<file path="config.mk">
export PLATFORM = sky130hd
export DESIGN_NAME = pci_bus_sampler_flat
export DESIGN_NICKNAME = d
export VERILOG_FILES = /design/src/design/pci_ctrl_ifs.sv /design/src/design/pci_bus_sampler.sv /design/src/flat_wrapper.sv
export VERILOG_INCLUDE_DIRS = /design/src /design/src/design
export SDC_FILE = /design/constraint.sdc
export NUM_CORES = 1
export LEC_CHECK = 0
export BUFFER_PORTS_ARGS = -buffer_cell sky130_fd_sc_hd__buf_2
export CAP_MARGIN = 20
export CORE_ASPECT_RATIO = 0.7
export CORE_MARGIN = 2
export CORE_UTILIZATION = 35
export CTS_BUF_LIST = sky130_fd_sc_hd__clkbuf_8
export DETAILED_ROUTE_END_ITERATION = 6
export GPL_ROUTABILITY_DRIVEN = 0
export PLACE_DENSITY = 0.86
export RECOVER_POWER = 25
export SETUP_SLACK_MARGIN = 0.05
export SYNTH_ARGS = -nofsm -noshare
export SYNTH_HDL_FRONTEND = slang
export SYNTH_SLANG_ARGS = --single-unit
</file>
<file path="constraint.sdc">
create_clock -name pci_clk -period 1.1 [get_ports pci_clk]
set_input_delay 0.11 -clock pci_clk [delete_from_list [all_inputs] [get_ports pci_clk]]
set_output_delay 0.11 -clock pci_clk [all_outputs]
set_load 0.02 [all_outputs]
</file>
<file path="src/design/pci_ctrl_defs.svh">
/*
 * Bus width and reset polarity macros shared by the PCI signal-timing core
 */
`ifndef PCI_CTRL_DEFS_SVH
`define PCI_CTRL_DEFS_SVH

// Width of the multiplexed address/data bus
`define PCI_AD_WIDTH 32

// Level of async_reset that clears the control state and output enables
`define PCI_RESET_LEVEL 1'b1

`endif

</file>
<file path="src/design/pci_ctrl_ifs.sv">
/*
 * Signal bundles between the PCI sampler, the next-state decoders
 * and the pad drivers: sampled inputs, next values, registered outputs
 */
`include "pci_ctrl_defs.svh"
`default_nettype none

// Bypassed control samples, valid combinationally within the cycle
interface pci_sample_if;
  logic frame_in;
  logic irdy_in;
  logic trdy_in;
  logic stop_in;

  modport src (output frame_in, irdy_in, trdy_in, stop_in);
  modport dst (input frame_in, irdy_in, trdy_in, stop_in);
endinterface


// Registered pad values and enables, fed back for the post-flop bypass
interface pci_drive_if;
  logic                     frame_q;
  logic                     irdy_q;
  logic                     devsel_q;
  logic                     trdy_q;
  logic                     stop_q;
  logic [`PCI_AD_WIDTH-1:0] ad_q;
  logic                     master_oe;
  logic                     target_oe;
  logic                     ad_oe;

  modport src (output frame_q, irdy_q, devsel_q, trdy_q, stop_q, ad_q,
               master_oe, target_oe, ad_oe);
  modport dst (input frame_q, irdy_q, devsel_q, trdy_q, stop_q, ad_q,
               master_oe, target_oe, ad_oe);
endinterface

`default_nettype wire

</file>
<file path="src/design/pci_bus_sampler.sv">
/*
 * PCI input sampling with post-flop bypass and the registered AD sample
 */
`include "pci_ctrl_defs.svh"
`default_nettype none

module pci_bus_sampler (
  input  logic                     pci_clk,
  input  logic                     async_reset,
  input  logic                     frame_ext,
  input  logic                     irdy_ext,
  input  logic                     trdy_ext,
  input  logic                     stop_ext,
  input  logic [`PCI_AD_WIDTH-1:0] ad_ext,
  pci_drive_if.dst                 drive,
  pci_sample_if.src                sample,
  output logic [`PCI_AD_WIDTH-1:0] ad_in_prev
);

  // Bypassed AD value seen in the current cycle
  logic [`PCI_AD_WIDTH-1:0] ad_in_comb;

  // ==============================
  // Bypass selection
  // ==============================

  // When this chip drives a group, the pin only echoes our own register,
  // so the sample is taken from the register side of the pad instead
  assign sample.frame_in = drive.master_oe ? drive.frame_q : frame_ext;
  assign sample.irdy_in  = drive.master_oe ? drive.irdy_q  : irdy_ext;

  // TRDY and STOP belong to the target group
  assign sample.trdy_in  = drive.target_oe ? drive.trdy_q : trdy_ext;
  assign sample.stop_in  = drive.target_oe ? drive.stop_q : stop_ext;

  assign ad_in_comb = drive.ad_oe ? drive.ad_q : ad_ext;

  // ==============================
  // Registered AD sample
  // ==============================

  // The external data valid window is short, keep this flop near the pads
  always_ff @(posedge pci_clk)
  begin
    ad_in_prev <= ad_in_comb;
  end

  // While driving AD, the delayed sample must be the word that was on our own
  // output register one edge earlier
  a_ad_prev_bypass : assert property (
    @(posedge pci_clk) disable iff (async_reset == `PCI_RESET_LEVEL)
    drive.ad_oe |=> (ad_in_prev == $past(drive.ad_q))
  );

endmodule

`default_nettype wire

</file>
<file path="src/flat_wrapper.sv">
// flat-port wrapper written by rule: the top's interface ports become plain ports
module pci_bus_sampler_flat 
  (pci_clk, async_reset, frame_ext, irdy_ext, trdy_ext, stop_ext, ad_ext, ad_in_prev, drive_frame_q, drive_irdy_q, drive_devsel_q, drive_trdy_q, drive_stop_q, drive_ad_q, drive_master_oe, drive_target_oe, drive_ad_oe, sample_frame_in, sample_irdy_in, sample_trdy_in, sample_stop_in);
  pci_drive_if drive_i ();
  pci_sample_if sample_i ();
  input  logic pci_clk;
  input  logic async_reset;
  input  logic frame_ext;
  input  logic irdy_ext;
  input  logic trdy_ext;
  input  logic stop_ext;
  input  logic [`PCI_AD_WIDTH-1:0] ad_ext;
  output logic [`PCI_AD_WIDTH-1:0] ad_in_prev;
  input wire logic [$bits(drive_i.frame_q)-1:0] drive_frame_q;
  input wire logic [$bits(drive_i.irdy_q)-1:0] drive_irdy_q;
  input wire logic [$bits(drive_i.devsel_q)-1:0] drive_devsel_q;
  input wire logic [$bits(drive_i.trdy_q)-1:0] drive_trdy_q;
  input wire logic [$bits(drive_i.stop_q)-1:0] drive_stop_q;
  input wire logic [$bits(drive_i.ad_q)-1:0] drive_ad_q;
  input wire logic [$bits(drive_i.master_oe)-1:0] drive_master_oe;
  input wire logic [$bits(drive_i.target_oe)-1:0] drive_target_oe;
  input wire logic [$bits(drive_i.ad_oe)-1:0] drive_ad_oe;
  output wire logic [$bits(sample_i.frame_in)-1:0] sample_frame_in;
  output wire logic [$bits(sample_i.irdy_in)-1:0] sample_irdy_in;
  output wire logic [$bits(sample_i.trdy_in)-1:0] sample_trdy_in;
  output wire logic [$bits(sample_i.stop_in)-1:0] sample_stop_in;
  assign drive_i.frame_q = drive_frame_q;
  assign drive_i.irdy_q = drive_irdy_q;
  assign drive_i.devsel_q = drive_devsel_q;
  assign drive_i.trdy_q = drive_trdy_q;
  assign drive_i.stop_q = drive_stop_q;
  assign drive_i.ad_q = drive_ad_q;
  assign drive_i.master_oe = drive_master_oe;
  assign drive_i.target_oe = drive_target_oe;
  assign drive_i.ad_oe = drive_ad_oe;
  assign sample_frame_in = sample_i.frame_in;
  assign sample_irdy_in = sample_i.irdy_in;
  assign sample_trdy_in = sample_i.trdy_in;
  assign sample_stop_in = sample_i.stop_in;
  pci_bus_sampler u_core (.pci_clk(pci_clk), .async_reset(async_reset), .frame_ext(frame_ext), .irdy_ext(irdy_ext), .trdy_ext(trdy_ext), .stop_ext(stop_ext), .ad_ext(ad_ext), .drive(drive_i), .sample(sample_i), .ad_in_prev(ad_in_prev));
endmodule
</file>
==> results.py, run 1 <==
metrics = {
    "status": {
        "status": "complete, no violations",
    },
    "grt": {
        "track_usage": 0.142,
        "grt_max_degree": 16,
        "grt_overflow_total": 0,
        "grt_pass1_wl_um": 4050,
        "grt_pass1_vias": 1023,
        "antenna_found_initial": 0,
    },
    "cells_and_area": {
        "top_regs": "u_core.ad_in_prev (32)",
        "seq_area_um2": 641,
        "final_cells": 236,
        "layout-drive-gt1-share": 0.751,
        "largest_reg_flops": 32,
        "area_delta_synth_final_pct": 51.0,
        "diodes": 0,
        "top_register": "u_core.ad_in_prev",
        "layout.nets": 266,
        "fillers": 301,
        "fin_util": 0.571,
        "multi_input_area_um2": 473,
    },
    "worst_setup_path": {
        "critical_path_class": "flop to output pin",
        "critPathMaxFanout": 1,
        "cp-start-kind": "flop",
        "path_buf_inv": 1,
        "cp_slowest_cell": "dfxtp_1",
        "path_cells": "buf_2",
        "crit_required_ns": 0.99,
        "max_stage_delay_ns": 0.31,
        "cp-end-kind": "output pin",
        "cp_top_family": "flip-flops",
        "critPathArrivalTime_ns": 0.74,
    },
    "sta": {
        "grt_setup_unrepaired": "false",
        "slew-limit-headroom": 0.712,
        "tns_ns": 0,
        "max_freq_mhz": 1170,
        "hold_viol_final": 0,
        "fin_crit_sh": 0.776,
        "setup_violations": 0,
        "maxSlewViolCount": 0,
        "period_needed_ns": 0.854,
        "tightest_slew_ns": 0.432,
    },
    "logic_synthesis": {
        "synth-seq-cells": 32,
        "synth_largest_area_cell": "dfxtp_1",
        "avgSynthCellArea_um2": 17.1,
        "synth_top_area_frac": 0.521,
        "yosysUniqueCellTypes": 5,
        "synth_area_leaders": "dfxtp_1, mux2_4, mux2_2",
        "yosysWarnings": 0,
        "synth_nets": 150,
        "synthCells": 72,
        "synthesis.area_um2": 1230,
        "seq_area_frac_synth": 0.521,
    },
    "clock_tree": {
        "cts_root_buf": "clkbuf_8",
        "cts_tree": "built",
        "cts_resized": 0,
        "cts.htree.levels": 2,
        "postCtsSetupBuffers": 0,
        "ctsHoldBuffers": 0,
        "clockBufferDepth": 2,
        "path_clk_slew_ns": 0.06,
        "cts_buffers": 5,
        "cts.sinks": 32,
    },
    "pwr": {
        "clkPwrFrac": 0.321,
        "p_switching_uw": 652,
        "p_leak_uw": 0.000996,
        "powerDensity_nw_per_um2": 1450,
        "ir_drop_v": 0.000915,
        "intPower_uw": 2030,
        "combPwrFrac": 0.204,
        "seqPwrFrac": 0.475,
        "power_switching_share": 0.243,
    },
    "floorplan": {
        "core_area_um2": 3250,
        "rows": 17,
        "ios": 114,
        "die_area_um2": 4010,
        "die_h_um": 53.6,
        "start_util": 0.378,
        "die_x_um": 74.9,
    },
    "flow_run": {
        "maxCapViolations": 0,
    },
    "detailed_routing": {
        "first_pass_iters": 2,
        "drc": 0,
        "drtIter0Drc": 10,
        "wl_per_cell_um": 11.8,
        "avgViaCountPerCell": 4.25,
        "drt-total-wl_um": 2770,
        "drtAntennaViolNets": 0,
        "num_vias": 1002,
    },
    "min_path": {
        "hold_class": "input port to flop",
    },
    "placed_design": {
        "portBuffers": 111,
        "place_hpwl_um": 2340,
        "placedCellCount": 228,
    },
}
==> final timing paths <==
check	endpoint	slack, ns	depth (start not counted)	startpoint
worst min-delay path	u_core.ad_in_prev[0]	0.05	2	ad_ext[0]
worst max-delay path	ad_in_prev[3]	0.25	1	u_core.ad_in_prev[3]
==> metrics by stage <==
| stage | power (uW) | hold slack [ns] | worst slack (ns) | cell area (um2) |
|---|---|---|---|---|
| after floorplan | 1650 | 0.253 | 0.328 | 1230 |
| after detailed placement | 1890 | 0.339 | 0.159 | 1810 |
| after global placement | 1870 | 0.335 | 0.167 | 1810 |
| after global routing | 2840 | 0.0407 | 0.201 | 1860 |
| final | 2680 | 0.0457 | 0.246 | 1860 |
| after CTS | 2770 | 0.0499 | 0.227 | 1900 |
==> layout by cell type (no fill, tap or decap) <==
master,instances
mux2_4,18
dfxtp_1,32
buf_2,110
mux2_2,6
clkbuf_8,6
mux2_1,12
clkbuf_1,1
buf_12,2
inv_1,2
==> cells in the mapped netlist (all sizes together) <==
cell type  number
mux2           36
dfxtp          32
buf             4
==> kinds of logic after synthesis <==
kind of cell	Yosys count	synth area share
buf+inv	4	0.0580
flops	32	0.521
mux	36	0.421
==> power by group through the flow <==
stage          Sequential, uW  Clock (uW)  Combinational, uW
2_1_floorplan            1420           0                228
3_3_place_gp             1300           0                575
3_5_place_dp             1300           0                590
4_1_cts                  1280         904                591
5_1_grt                  1280         965                589
6_report                 1280         860                548
==> layout make-up <==
class / instances / area share
timing repair buffer: 113 / 0.320
tap: 47 / 0.0317
clock buffer: 6 / 0.0445
multi-input combinational: 36 / 0.255
clock inverter: 2 / 0.00404
sequential: 32 / 0.345
==> routing by layer <==
metal,vias to the layer above,wire length [um],track usage
met4,0,41,0.0714
met1,462,946,0.119
met5,-,0,0
met3,4,242,0.0543
li1,480,-,-
met2,56,1540,0.289
Note: power is estimated with default switching activity, not from simulation.
==> inputs of run 2 (changes only) <==
==> constraint.sdc (replaced) <==
create_clock -name pci_clk -period 0.9 [get_ports pci_clk]
set_input_delay 0.09 -clock pci_clk [delete_from_list [all_inputs] [get_ports pci_clk]]
set_output_delay 0.09 -clock pci_clk [all_outputs]
set_load 0.02 [all_outputs]
==> run 2 against run 1 <==
Effect of this change: total power up 25%; sequential power up 22%; worst hold slack worse by 0.022 ns; global-route usage down 0.95 points; combinational power up 31%; clock power up 23%; utilization up 2.1 points; wire length up 2.1%; non-clock buffer count up 1; cell count up 0.42%; via count down 3.0%; critical path type unchanged; critical endpoint is now ad_in_prev[28]; largest power group unchanged; highest routed layer unchanged.
==> results.py, run 2 (synthesis gave the netlist of run 1 again) <==
metrics = {
    "cells_and_area": {
        "top_register": "u_core.ad_in_prev",
        "layout.nets": 267,
        "largest_reg_flops": 32,
        "area_delta_synth_final_pct": 56.5,
        "top_regs": "u_core.ad_in_prev (32)",
        "fin_util": 0.591,
        "layout-drive-gt1-share": 0.758,
        "diodes": 0,
        "layout_commonest_cell": "buf_2",
        "layout_common_cells": "buf_2, dfxtp_1, mux2_4, buf_4, mux2_1",
        "final_cells": 237,
        "fillers": 295,
    },
    "detailed_routing": {
        "drtIter0Drc": 18,
        "first_pass_iters": 2,
        "drtAntennaViolNets": 0,
        "num_vias": 972,
        "avgViaCountPerCell": 4.10,
        "drc": 0,
        "drt-total-wl_um": 2830,
        "wl_per_cell_um": 11.9,
    },
    "clock_tree": {
        "clockBufferDepth": 2,
        "path_clk_slew_ns": 0.06,
        "cts_buffers": 5,
        "ctsHoldBuffers": 0,
        "cts_tree": "built",
        "cts.sinks": 32,
        "cts.htree.levels": 2,
        "cts_root_buf": "clkbuf_8",
    },
    "min_path": {
        "whs_path_depth": 2,
        "hold_class": "input port to flop",
        "hold_end": "u_core.ad_in_prev[4]",
        "worstHoldStart": "ad_ext[4]",
    },
    "floorplan": {
        "ios": 114,
        "die_h_um": 53.6,
        "die_x_um": 74.9,
        "core_area_um2": 3250,
        "die_area_um2": 4010,
        "rows": 17,
        "start_util": 0.378,
    },
    "sta": {
        "maxSlewViolCount": 0,
        "period_needed_ns": 0.820,
        "tightest_slew_ns": 0.351,
        "tns_ns": 0,
        "max_freq_mhz": 1220,
        "setup_violations": 0,
        "grt_setup_unrepaired": "true",
        "fin_crit_sh": 0.911,
        "finalHoldWorstSlack_ns": 0.0235,
        "hold_viol_final": 0,
        "slew-limit-headroom": 0.766,
    },
    "grt": {
        "track_usage": 0.133,
        "grt_overflow_total": 0,
        "gr-usage-met1": 0.113,
        "antenna_found_initial": 0,
        "grt_pass1_wl_um": 3770,
        "use_met2": 0.263,
        "top_usage_layer": "met2",
        "grt_util_met3": 0.0599,
        "grt_max_degree": 16,
        "grt_pass1_vias": 919,
    },
    "worst_setup_path": {
        "critPathArrivalTime_ns": 0.73,
        "path_cells": "buf_2",
        "cp_slowest_cell": "dfxtp_1",
        "path_buf_inv": 1,
        "crit_required_ns": 0.81,
        "critPathMaxFanout": 1,
        "cp-start-kind": "flop",
        "critical_path_class": "flop to output pin",
        "cp_top_family": "flip-flops",
        "max_stage_delay_ns": 0.31,
        "cp-end-kind": "output pin",
    },
    "pwr": {
        "ir_drop_v": 0.00110,
        "power.total_uw": 3350,
        "p_leak_uw": 0.00102,
        "powerDensity_nw_per_um2": 1740,
    },
    "placed_design": {
        "placedCellCount": 229,
        "portBuffers": 111,
        "place_hpwl_um": 2300,
    },
    "flow_run": {
        "maxCapViolations": 0,
    },
    "status": {
        "status": "complete, no violations",
    },
}
-- run 2: cell types whose count changed in the layout (fill, tap and decap cells not counted) --
cell | before | now
buf_2 | 110 | 90
buf_4 | 0 | 17
buf_6 | 0 | 3
clkbuf_1 | 1 | 2
dfxtp_1 | 32 | 30
dfxtp_2 | 0 | 2
-- run 2: how the worst max path moves through the flow --
stage                     startpoint               endpoint  slack [ns]  depth (start not counted)
3_3_place_gp             drive_ad_oe  u_core.ad_in_prev[19]        0.01                          3
5_1_grt         u_core.ad_in_prev[8]          ad_in_prev[8]        0.05                          1
4_1_cts        u_core.ad_in_prev[31]         ad_in_prev[31]        0.05                          1
3_5_place_dp             drive_ad_oe   u_core.ad_in_prev[3]        0.01                          3
6_report       u_core.ad_in_prev[28]         ad_in_prev[28]        0.08                          1
2_1_floorplan            drive_ad_oe   u_core.ad_in_prev[0]        0.15                          3
-- run 2: metrics by stage --
step           setup WS [ns]  area (um2)
6_report              0.0803        1920
3_3_place_gp          0.0141        1820
2_1_floorplan          0.148        1230
4_1_cts               0.0507        1920
5_1_grt               0.0491        1920
3_5_place_dp         0.00965        1820
-- run 2: power breakdown --
group / internal (uW) / switching (uW)
Combinational: 398 / 320
Clock: 600 / 465
Sequential: 1530 / 31.0
Total: 2530 / 816
-- run 2: what timing repair did --
item / in CTS / in global routing
setup endpoints to repair: 3 / 19
setup buffers: 0 / 0
hold endpoints to repair: 0 / 0
gates resized for setup: 3 / 22
-- run 2: layer usage --
| layer | vias to the layer above | share of wire |
|---|---|---|
| met2 | 54 | 0.55 |
| met3 | 2 | 0.081 |
| met5 | - | 0 |
| met4 | 0 | 0.010 |
| li1 | 483 | - |
| met1 | 433 | 0.35 |
-- run 2: final cells by class --
cell class,instances,area [um2],area share
clock buffer,6,82.6,0.0429
clock inverter,2,7.51,0.00390
multi-input combinational,36,473,0.246
sequential,32,643,0.334
tap,47,58.8,0.0306
timing repair buffer,114,659,0.343
