--- config.mk ---
export PLATFORM = sky130hd
export DESIGN_NAME = pci_master_next_ctrl_flat
export DESIGN_NICKNAME = d
export VERILOG_FILES = /design/src/design/pci_ctrl_pkg.sv /design/src/design/pci_ctrl_ifs.sv /design/src/design/pci_master_next_ctrl.sv /design/src/flat_wrapper.sv
export VERILOG_INCLUDE_DIRS = /design/src /design/src/design
export SDC_FILE = /design/constraint.sdc
export NUM_CORES = 1
export LEC_CHECK = 0
export BUFFER_PORTS_ARGS = -buffer_cell sky130_fd_sc_hd__buf_4
export CORE_AREA = 2 2 39 41
export DETAILED_ROUTE_END_ITERATION = 8
export DIE_AREA = 0 0 41 43
export SLEW_MARGIN = 5
export SYNTH_ARGS = -nofsm -noshare
export SYNTH_HDL_FRONTEND = slang
export SYNTH_SLANG_ARGS = --single-unit
--- constraint.sdc ---
create_clock -name vclk -period 1.7
set_input_delay 0.17 -clock vclk [all_inputs]
set_output_delay 0.17 -clock vclk [all_outputs]
set_load 0.1 [all_outputs]
--- src/design/pci_ctrl_defs.svh ---
/*
 * Bus width and reset polarity macros shared by the PCI signal-timing core
 */
`ifndef PCI_CTRL_DEFS_SVH
`define PCI_CTRL_DEFS_SVH

// Width of the multiplexed address/data bus
`define PCI_AD_WIDTH 32

// Level of async_reset that clears the control state and output enables
`define PCI_RESET_LEVEL 1'b1

`endif

--- src/design/pci_ctrl_pkg.sv ---
/*
 * Next-state code types for the PCI master signals FRAME and IRDY
 * and for the target signals DEVSEL, TRDY and STOP
 */
`default_nettype none

package pci_ctrl_pkg;

  // ==============================
  // Master side codes
  // ==============================

  // FRAME code, decoded against the late TRDY and STOP samples
  typedef enum logic [1:0] {
    frame_off         = 2'b00,
    frame_hold        = 2'b01,
    frame_end_on_stop = 2'b10,
    frame_end_on_any  = 2'b11
  } pci_frame_code_e;

  // IRDY code, codes above irdy_on decode the same as irdy_on
  typedef enum logic [2:0] {
    irdy_off       = 3'b000,
    irdy_on_abort  = 3'b001,
    irdy_hold_last = 3'b010,
    irdy_hold_idle = 3'b011,
    irdy_on        = 3'b100
  } pci_irdy_code_e;

  // ==============================
  // Target side codes
  // ==============================

  // One code per target signal, 001 decodes as tgt_off and 101 to 111 as tgt_on
  typedef enum logic [2:0] {
    tgt_off       = 3'b000,
    tgt_hold_last = 3'b010,
    tgt_hold_idle = 3'b011,
    tgt_on        = 3'b100
  } pci_target_code_e;

endpackage

`default_nettype wire

--- src/design/pci_ctrl_ifs.sv ---
/*
 * Signal bundles between the PCI sampler, the next-state decoders
 * and the pad drivers: sampled inputs, next values, registered outputs
 */
`include "pci_ctrl_defs.svh"
`default_nettype none

// Bypassed control samples, valid combinationally within the cycle
interface pci_sample_if;
  logic frame_in;
  logic irdy_in;
  logic trdy_in;
  logic stop_in;

  modport src (output frame_in, irdy_in, trdy_in, stop_in);
  modport dst (input frame_in, irdy_in, trdy_in, stop_in);
endinterface

// Next values for the output registers
interface pci_next_if;
  logic frame_next;
  logic irdy_next;
  logic devsel_next;
  logic trdy_next;
  logic stop_next;

  // The master decoder owns FRAME and IRDY, the target decoder the rest
  modport master (output frame_next, irdy_next);
  modport target (output devsel_next, trdy_next, stop_next);
  modport dst (input frame_next, irdy_next, devsel_next, trdy_next, stop_next);
endinterface


`default_nettype wire

--- src/design/pci_master_next_ctrl.sv ---
/*
 * Next FRAME and IRDY decode from the master codes and late TRDY/STOP
 */
`default_nettype none

module pci_master_next_ctrl (
  input  pci_ctrl_pkg::pci_frame_code_e frame_code,
  input  logic                          frame_force,
  input  pci_ctrl_pkg::pci_irdy_code_e  irdy_code,
  pci_sample_if.dst                     sample,
  pci_next_if.master                    nxt
);

  import pci_ctrl_pkg::*;

  // Four-case tables, indexed by {trdy, stop}
  // Bit 0 idle, bit 1 abort, bit 2 data, bit 3 data-last
  logic [3:0] frame_table;
  logic [3:0] irdy_table;
  logic [1:0] bus_case;

  // ==============================
  // Code tables
  // ==============================

  // The tables depend only on the early codes and settle well before
  // TRDY and STOP arrive
  always_comb
  begin
    frame_table = 4'b0000;
    case (frame_code)
      frame_off:         frame_table = 4'b0000;
      frame_hold:        frame_table = 4'b1101;
      frame_end_on_stop: frame_table = 4'b0101;
      frame_end_on_any:  frame_table = 4'b0001;
      default:           frame_table = 4'b0000;
    endcase
  end

  always_comb
  begin
    irdy_table = 4'b1111;
    case (irdy_code)
      irdy_off:       irdy_table = 4'b0000;
      irdy_on_abort:  irdy_table = 4'b0010;
      irdy_hold_last: irdy_table = 4'b1001;
      irdy_hold_idle: irdy_table = 4'b0001;
      // irdy_on and the unnamed codes above it keep IRDY asserted
      default:        irdy_table = 4'b1111;
    endcase
  end

  // ==============================
  // Late selection
  // ==============================

  // TRDY and STOP are the very late inputs, they only steer a 4:1 mux
  assign bus_case = {sample.trdy_in, sample.stop_in};

  // Force is also late and overrides the table
  assign nxt.frame_next = frame_force | frame_table[bus_case];
  assign nxt.irdy_next  = irdy_table[bus_case];

endmodule

`default_nettype wire

--- src/flat_wrapper.sv ---
// flat-port wrapper written by rule: the top's interface ports become plain ports
module pci_master_next_ctrl_flat import pci_ctrl_pkg::*;
  (frame_code, frame_force, irdy_code, sample_frame_in, sample_irdy_in, sample_trdy_in, sample_stop_in, nxt_frame_next, nxt_irdy_next);
  pci_sample_if sample_i ();
  pci_next_if nxt_i ();
  input  pci_ctrl_pkg::pci_frame_code_e frame_code;
  input  logic frame_force;
  input  pci_ctrl_pkg::pci_irdy_code_e irdy_code;
  input wire logic [$bits(sample_i.frame_in)-1:0] sample_frame_in;
  input wire logic [$bits(sample_i.irdy_in)-1:0] sample_irdy_in;
  input wire logic [$bits(sample_i.trdy_in)-1:0] sample_trdy_in;
  input wire logic [$bits(sample_i.stop_in)-1:0] sample_stop_in;
  output wire logic [$bits(nxt_i.frame_next)-1:0] nxt_frame_next;
  output wire logic [$bits(nxt_i.irdy_next)-1:0] nxt_irdy_next;
  assign sample_i.frame_in = sample_frame_in;
  assign sample_i.irdy_in = sample_irdy_in;
  assign sample_i.trdy_in = sample_trdy_in;
  assign sample_i.stop_in = sample_stop_in;
  assign nxt_frame_next = nxt_i.frame_next;
  assign nxt_irdy_next = nxt_i.irdy_next;
  pci_master_next_ctrl u_core (.frame_code(frame_code), .frame_force(frame_force), .irdy_code(irdy_code), .sample(sample_i), .nxt(nxt_i));
endmodule
==> metrics.txt, run 1 <==
Peak Freq=0.713 GHz; worst path cell trace=buf_4 -> and4b_1 -> or4_1 -> buf_4; Slew @ Worst Pin=278 ps; Critical Path Sink Type=output pin; initial core utilization=under 10%; die area=around 1800 µm²; gr usage total=3.00%; Slew HR=81.6%; layout cells sized above 1=50.0%; Critical Path Most Common Cell=buf_4; Crit path max-delay family=simple AND/OR/NAND/NOR gates; Antenna Cells=0; WL/cell=between 6 and 7 µm; core area=1380 µm²; Seq/Total Area, Yosys=0%; max_cap viols=0; via count=between 100 and 150; post-synth top area cell=ha_1; Worst EP required=roughly 1500 ps; CP peak stage delay=490 ps; post-synthesis cell area=just under 100 µm²; vias per inst=3.29; startpoint class of the critical path=input pin; Buf/Inv on CP=2; peak supply drop=0.0469 mV; # hold bufs at CTS=0; final setup violation count=0; RePlAce Congestion=0.418; Pwr Density=327 nW/µm²; port buffer count=10; syn nets=24; Slew Limit Fails=0; Final Hold Viols=0; top cells by area, synth=ha_1 26%, and4bb_1 13%, and4b_1 10%; Routed Antenna Nets=0; crit path max fanout=5; YS warnings=0; DRC=0; M1 GR Usage=under 10%; Avg Cell Area, Syn=8.13 µm²; leakage=0.104 nW; total gr overflow=0; Die Ht=43 µm; worst hold path class=input pin to output pin; Area Overhead vs Synth=112%; first-pass GRT wire length=a little over 400 µm; final instance area=206 µm²; Post-CTS Resized=0; largest net degree at the start of global routing=7; unrepaired setup endpoints after global routing=false; Period minus WS final=1400 ps; most used routing layer=met2; final worst path period share=between 80% and 90%; met3 global-route usage=0%; First DRT Iteration DRCs=3; layout net count=36; Setup Buffers After CTS=0; WL final=237 µm; CLK BUF=0; die width=41 µm; CP arrival=1230 ps; first drt pass iteration count=2; met2 usage=6.25%; Hold WS=746 ps; Synth cell types=10; setup TNS=0 ps; Seq Cell Count=0; slowest CP cell=or4_1; placed standard-cell area=about 210 µm²; vias in the first global route=120; crit path kind=input pin to output pin; list of most frequent post-synthesis cells=2 x ha_1, 2 x inv_1; status=finished clean; IO Pins=12; register area=0 µm²; cells after synthesis=12; initial antenna violation count=0; Yosys top cell area share=25.6%; floorplan row count=14
## power breakdown
| group | internal, W | switching [W] |
|---|---|---|
| registers | 0 | 0 |
| clock network | 0 | 0 |
| logic | 0.0000255 | 0.0000420 |
| total | 0.0000255 | 0.0000420 |
## worst min-delay path: cells and delay by family
| kind | cells | cell delay [ps] |
|---|---|---|
| buf+inv | 2 | 340 |
| compound gates | 1 | 70 |
## worst paths after layout
check,slack [ps],cells after the start,to,from
worst max-delay path,300,4,nxt_irdy_next,sample_stop_in
worst min-delay path,750,3,nxt_frame_next,sample_stop_in
## layer usage
layer	vias up	wire length, µm
met1	53	84
met4	0	0
met2	6	123
li1	66	-
met5	-	0
met3	0	29
## final cells by class
cell class	count	area (µm²)
fill	155	1180
inverter	2	7.51
multi-input combinational	10	104
timing repair buffer	10	75.1
tap	16	20.0
## cells in the final DEF (no fill, tap or decap)
master	count
a31oi_1	1
and2b_1	1
and4b_1	1
and4bb_1	1
buf_4	10
ha_1	2
inv_1	2
nor2b_1	1
nor3b_1	1
o31ai_4	1
or4_1	1
## per-stage QoR
step | power, W | instances | utilization, % | setup slack (ps)
5_1_grt | 0.0000728 | 38 | 14.9 | 260
4_1_cts | 0.0000685 | 38 | 14.9 | 288
3_3_place_gp | 0.0000673 | 38 | 14.9 | 302
6_report | 0.0000676 | 38 | 14.9 | 297
2_1_floorplan | 0.0000434 | 12 | - | 142
3_5_place_dp | 0.0000684 | 38 | 14.9 | 288
## logic make-up (layout without fill, tap and decap cells)
group | Yosys count | after routing | synth area share (%)
fa+ha+maj | 2 | 2 | 25.6
compound gates | 2 | 2 | 14.1
buf+inv | 2 | 12 | 7.70
simple gates | 6 | 6 | 52.6
No activity file was read; power rests on OpenSTA's default activity.
==> inputs of run 2 (changes only) <==
--- a/config.mk
+++ b/config.mk
@@ -6,6 +6,7 @@
 export SDC_FILE = /design/constraint.sdc
 export NUM_CORES = 1
 export LEC_CHECK = 0
+export ABC_AREA = 1
 export BUFFER_PORTS_ARGS = -buffer_cell sky130_fd_sc_hd__buf_4
 export CORE_AREA = 2 2 39 41
 export DETAILED_ROUTE_END_ITERATION = 8
==> constraint.sdc (replaced) <==
create_clock -name vclk -period 1.4
set_input_delay 0.14 -clock vclk [all_inputs]
set_output_delay 0.14 -clock vclk [all_outputs]
set_load 0.1 [all_outputs]
==> run 2 against run 1 <==
Effect of this change: global-route usage shrank 0.80 points; total power grew 22%; first-iteration DRC count shrank 67%; largest cell class unchanged.
==> metrics.txt, run 2 <==
layout cells sized above 1=34.4% (-16 points); setup TNS=0 ps (unchanged); Routed Antenna Nets=0 (unchanged); IO Pins=12 (unchanged); # hold bufs at CTS=0 (unchanged); Final Hold Viols=0 (unchanged); Post-CTS Resized=0 (unchanged); first-pass GRT wire length=296 µm (-29%); vias in the first global route=81 (-33%); final worst path period share=88.6%; initial antenna violation count=0 (unchanged); CP arrival=1100 ps (-130 ps); final setup violation count=0 (unchanged); RePlAce Congestion=0.418 (unchanged); startpoint class of the critical path=input pin; CLK BUF=0 (unchanged); Yosys top cell area share=28.6% (+2.9 points); First DRT Iteration DRCs=1 (-2); syn nets=34 (+42%); Synth Area in Compound Gates=9.52% (-4.6 points); worst path cell trace=buf_4 -> inv_1 -> ha_1 -> inv_1 -> o21ai_0 -> nand2_1 -> nand2_2 -> buf_4; cells after synthesis=22 (+10); Period minus WS final=1240 ps; gr usage total=2.20% (-0.80 points); list of most frequent post-synthesis cells=8 x nand2_1, 7 x inv_1, 2 x ha_1, 2 x nand3_1; crit path kind=input pin to output pin; post-synth top area cell=nand2_1; leakage=0.128 nW (+23%); DRC=0 (unchanged); status=finished clean; YS warnings=0 (unchanged); Seq Cell Count=0 (unchanged); post-synthesis cell area=105 µm² (+7.7%); crit path max fanout=2 (-3); CP peak stage delay=280 ps (-210 ps); Slew Limit Fails=0 (unchanged); die area=1760 µm² (unchanged); WL/cell=4.83 µm (-23%); Slew @ Worst Pin=279 ps (+1.16 ps); mux share of post-synthesis cell area=0% (unchanged); Pwr Density=406 nW/µm² (+24%); slowest CP cell=buf_4; vias per inst=3.10 (-5.6%); Slew HR=81.6% (about the same); layout net count=46 (+28%); Seq/Total Area, Yosys=0% (unchanged); total power=0.0000822 W (+22%); Hold WS=689 ps (-57.6 ps); Area Overhead vs Synth=92.9%; port buffer count=10 (unchanged); Die Ht=43 µm (unchanged); Peak Freq=0.806 GHz; most frequent cells in the layout=10 x buf_4, 7 x inv_1, 7 x nand2_1; Setup Buffers After CTS=0 (unchanged); Antenna Cells=0 (unchanged); Post-Synth Simple-Gate Area=41.7% (-11 points); most common cell in the netlist=nand2_1; Crit path max-delay family=buffers and inverters; Avg Cell Area, Syn=4.78 µm² (-41%); unrepaired setup endpoints after global routing=false; largest net degree at the start of global routing=7 (unchanged); Post-Synth Adder-Cell Area=23.8% (-1.8 points); max_cap viols=0 (unchanged); worst hold path class=input pin to output pin; Detailed Place HPWL=223 µm; floorplan row count=14 (unchanged); WL final=232 µm (-2.1%); via count=149 (+19%); total gr overflow=0 (unchanged); core area=1380 µm² (unchanged); peak supply drop=0.0574 mV (+22%); first drt pass iteration count=2 (unchanged); Critical Path Sink Type=output pin; largest family of logic cells by synthesized area=simple AND/OR/NAND/NOR gates; xor/xnor share of the synthesized area=0% (unchanged); commonest non-fill, non-tap cell in the layout=buf_4; top cells by area, synth=nand2_1 29%, inv_1 25%, ha_1 24%; initial core utilization=7.59% (+0.54 points); Worst EP required=1260 ps (-270 ps); Synth cell types=7 (-3); die width=41 µm (unchanged); Buf/Inv on CP=4 (+2); register area=0 µm² (unchanged)
run 2: logic make-up after synthesis:
family | after synthesis
fa+ha+maj | 2
buf+inv | 7
simple gates | 11
compound gates | 2
run 2: metal layers:
metal  track usage [%]  routed length (µm)
met4                 0                   0
met3                 0                  26
met5                 0                   0
met2              4.38                 116
met1              2.53                  89
run 2: final timing paths:
check	from	to	slack [ps]	depth (start not counted)
setup / recovery	frame_code[1]	nxt_frame_next	160	8
hold / removal	irdy_code[2]	nxt_irdy_next	690	4
run 2: final cells by class:
class	instances	area, µm²
Fill cell	169	1180
Inverter	7	26.3
Multi-Input combinational cell	15	81.3
Tap cell	16	20.0
Timing Repair Buffer	10	75.1
run 2: where the power goes:
group | total, W | internal, W | switching, W | leakage (nW)
clock | 0 | 0 | 0 | 0
combinational | 0.0000822 | 0.0000289 | 0.0000533 | 0.128
sequential | 0 | 0 | 0 | 0
total | 0.0000822 | 0.0000289 | 0.0000533 | 0.128
run 2: through the flow:
step / setup WS (ps) / util, % / std cells / cell area (µm²)
floorplan: 219 / - / 22 / 108
global placement: 150 / 14.6 / 48 / 203
detailed placement: 148 / 14.6 / 48 / 203
CTS: 144 / 14.6 / 48 / 203
global route: 96.9 / 14.6 / 48 / 203
finish: 160 / 14.6 / 48 / 203
==> inputs of run 3 (changes only) <==
--- a/config.mk
+++ b/config.mk
@@ -7,7 +7,7 @@
 export NUM_CORES = 1
 export LEC_CHECK = 0
 export ABC_AREA = 1
-export BUFFER_PORTS_ARGS = -buffer_cell sky130_fd_sc_hd__buf_4
+export BUFFER_PORTS_ARGS = -buffer_cell sky130_fd_sc_hd__clkbuf_2
 export CORE_AREA = 2 2 39 41
 export DETAILED_ROUTE_END_ITERATION = 8
 export DIE_AREA = 0 0 41 43
==> run 3 against run 2 <==
Effect of this change: die area unchanged; worst hold slack got worse by 47 ps; combinational power increased by 10%; critical path type unchanged.
==> metrics.txt, run 3 (same netlist as run 2, synthesis figures left out) <==
status=finished clean; gr usage total=2.00% (-0.20 points); via count=152 (+2.0%); total gr overflow=0 (unchanged); First DRT Iteration DRCs=2 (+1); Multi-input gate area=81.3 µm² (unchanged); setup TNS=0 ps (unchanged); crit path max fanout=2 (unchanged); most used routing layer=met2; Die Ht=43 µm (unchanged); unrepaired setup endpoints after global routing=false; Net Sw Frac=62.1% (-2.8 points); Setup Buffers After CTS=0 (unchanged); most frequent cells in the layout=8 x clkbuf_2, 7 x inv_1, 7 x nand2_1; total power=0.0000908 W (+10%); Period minus WS final=1170 ps (-74.0 ps); Slew HR=91.1% (+9.5 points); first-pass GRT wire length=269 µm (-9.1%); WL/cell=5.10 µm (+5.6%); Combinational Power Share=100.0% (about the same); vias in the first global route=83 (+2.5%); first drt pass iteration count=2 (unchanged); floorplan row count=14 (unchanged); Peak Freq=0.858 GHz (+6.3%); leakage=0.134 nW (+4.1%); Area Overhead vs Synth=97.6%; CP arrival=1030 ps (-70 ps); met2 usage=4.38% (unchanged); Reg power frac=0% (unchanged); Final Util=15.0% (+0.36 points); Slew @ Worst Pin=133 ps (-146 ps); Seq Cell Count=0 (unchanged); layout net count=46 (unchanged); Clock power frac=0% (unchanged); largest net degree at the start of global routing=7 (unchanged); startpoint class of the critical path=input pin; Final Hold Viols=0 (unchanged); initial core utilization=7.59% (unchanged); # fillers=162 (-4.1%); CLK BUF=0 (unchanged); final worst path period share=83.3% (-5.3 points); max_cap viols=0 (unchanged); port buffer count=10 (unchanged); core area=1380 µm² (unchanged); Sw Pwr=0.0000563 W (+5.6%); M1 GR Usage=1.90% (-0.63 points); Detailed Place HPWL=241 µm (+7.9%); Routed Antenna Nets=0 (unchanged); peak supply drop=0.0717 mV (+25%); Antenna Cells=0 (unchanged); slack of the critical path=234 ps (+74.0 ps); Worst EP required=1260 ps (about the same); Pwr Density=437 nW/µm² (+7.7%); Post-CTS Resized=0 (unchanged); vias per inst=3.17 (+2.0%); # hold bufs at CTS=0 (unchanged); pre-CTS WS=224 ps (+76.4 ps); DRC=0 (unchanged); met3 global-route usage=0% (unchanged); die area=1760 µm² (unchanged); register area=0 µm² (unchanged); crit path kind=input pin to output pin; layout cells sized above 1=34.4% (unchanged); Critical Path Sink Type=output pin; commonest non-fill, non-tap cell in the layout=clkbuf_2; die width=41 µm (unchanged); worst hold path class=input pin to output pin; final setup violation count=0 (unchanged); RePlAce Congestion=0.418 (unchanged); IO Pins=12 (unchanged); Pint=0.0000344 W (+19%); WL final=245 µm (+5.6%); initial antenna violation count=0 (unchanged); Hold WS=641 ps (-47.1 ps); Slew Limit Fails=0 (unchanged)
run 3: cell count changes in the layout (fill, tap and decap cells not counted):
cell	change
buf_4	-10
clkbuf_2	+8
buf_12	+2
run 3: stage by stage:
step | instance area [µm²] | cells
2_1_floorplan | 108 | 22
3_3_place_gp | 208 | 48
3_5_place_dp | 208 | 48
4_1_cts | 208 | 48
5_1_grt | 208 | 48
6_report | 208 | 48
run 3: path summary, 6_finish.rpt:
| kind | startpoint | to | depth (start not counted) |
|---|---|---|---|
| setup / recovery | frame_code[0] | nxt_frame_next | 8 |
| hold / removal | frame_force | nxt_frame_next | 4 |
run 3: worst max-delay path: stages:
cell and delay [ps]:
clkbuf_2 90, inv_1 40, ha_1 260, inv_1 30, o21ai_0 130, nand2_1 80
nand2_2 80, buf_12 170
run 3: layer usage:
layer,part of all wire [%],vias up
met5,0,-
met4,0,0
met3,8.2,0
met2,56,5
met1,36,62
li1,-,85
run 3: final cells by class:
cell class,count,area share (%)
Multi-Input combinational cell,15,39.2
Tap cell,16,9.64
Timing Repair Buffer,10,38.6
Inverter,7,12.7
run 3: power by group through the flow:
stage | combinational, W | clock (W) | sequential [W]
after global placement | 0.0000907 | 0 | 0
after floorplan | 0.0000532 | 0 | 0
after detailed placement | 0.0000918 | 0 | 0
final | 0.0000908 | 0 | 0
after global routing | 0.0000971 | 0 | 0
after CTS | 0.0000920 | 0 | 0
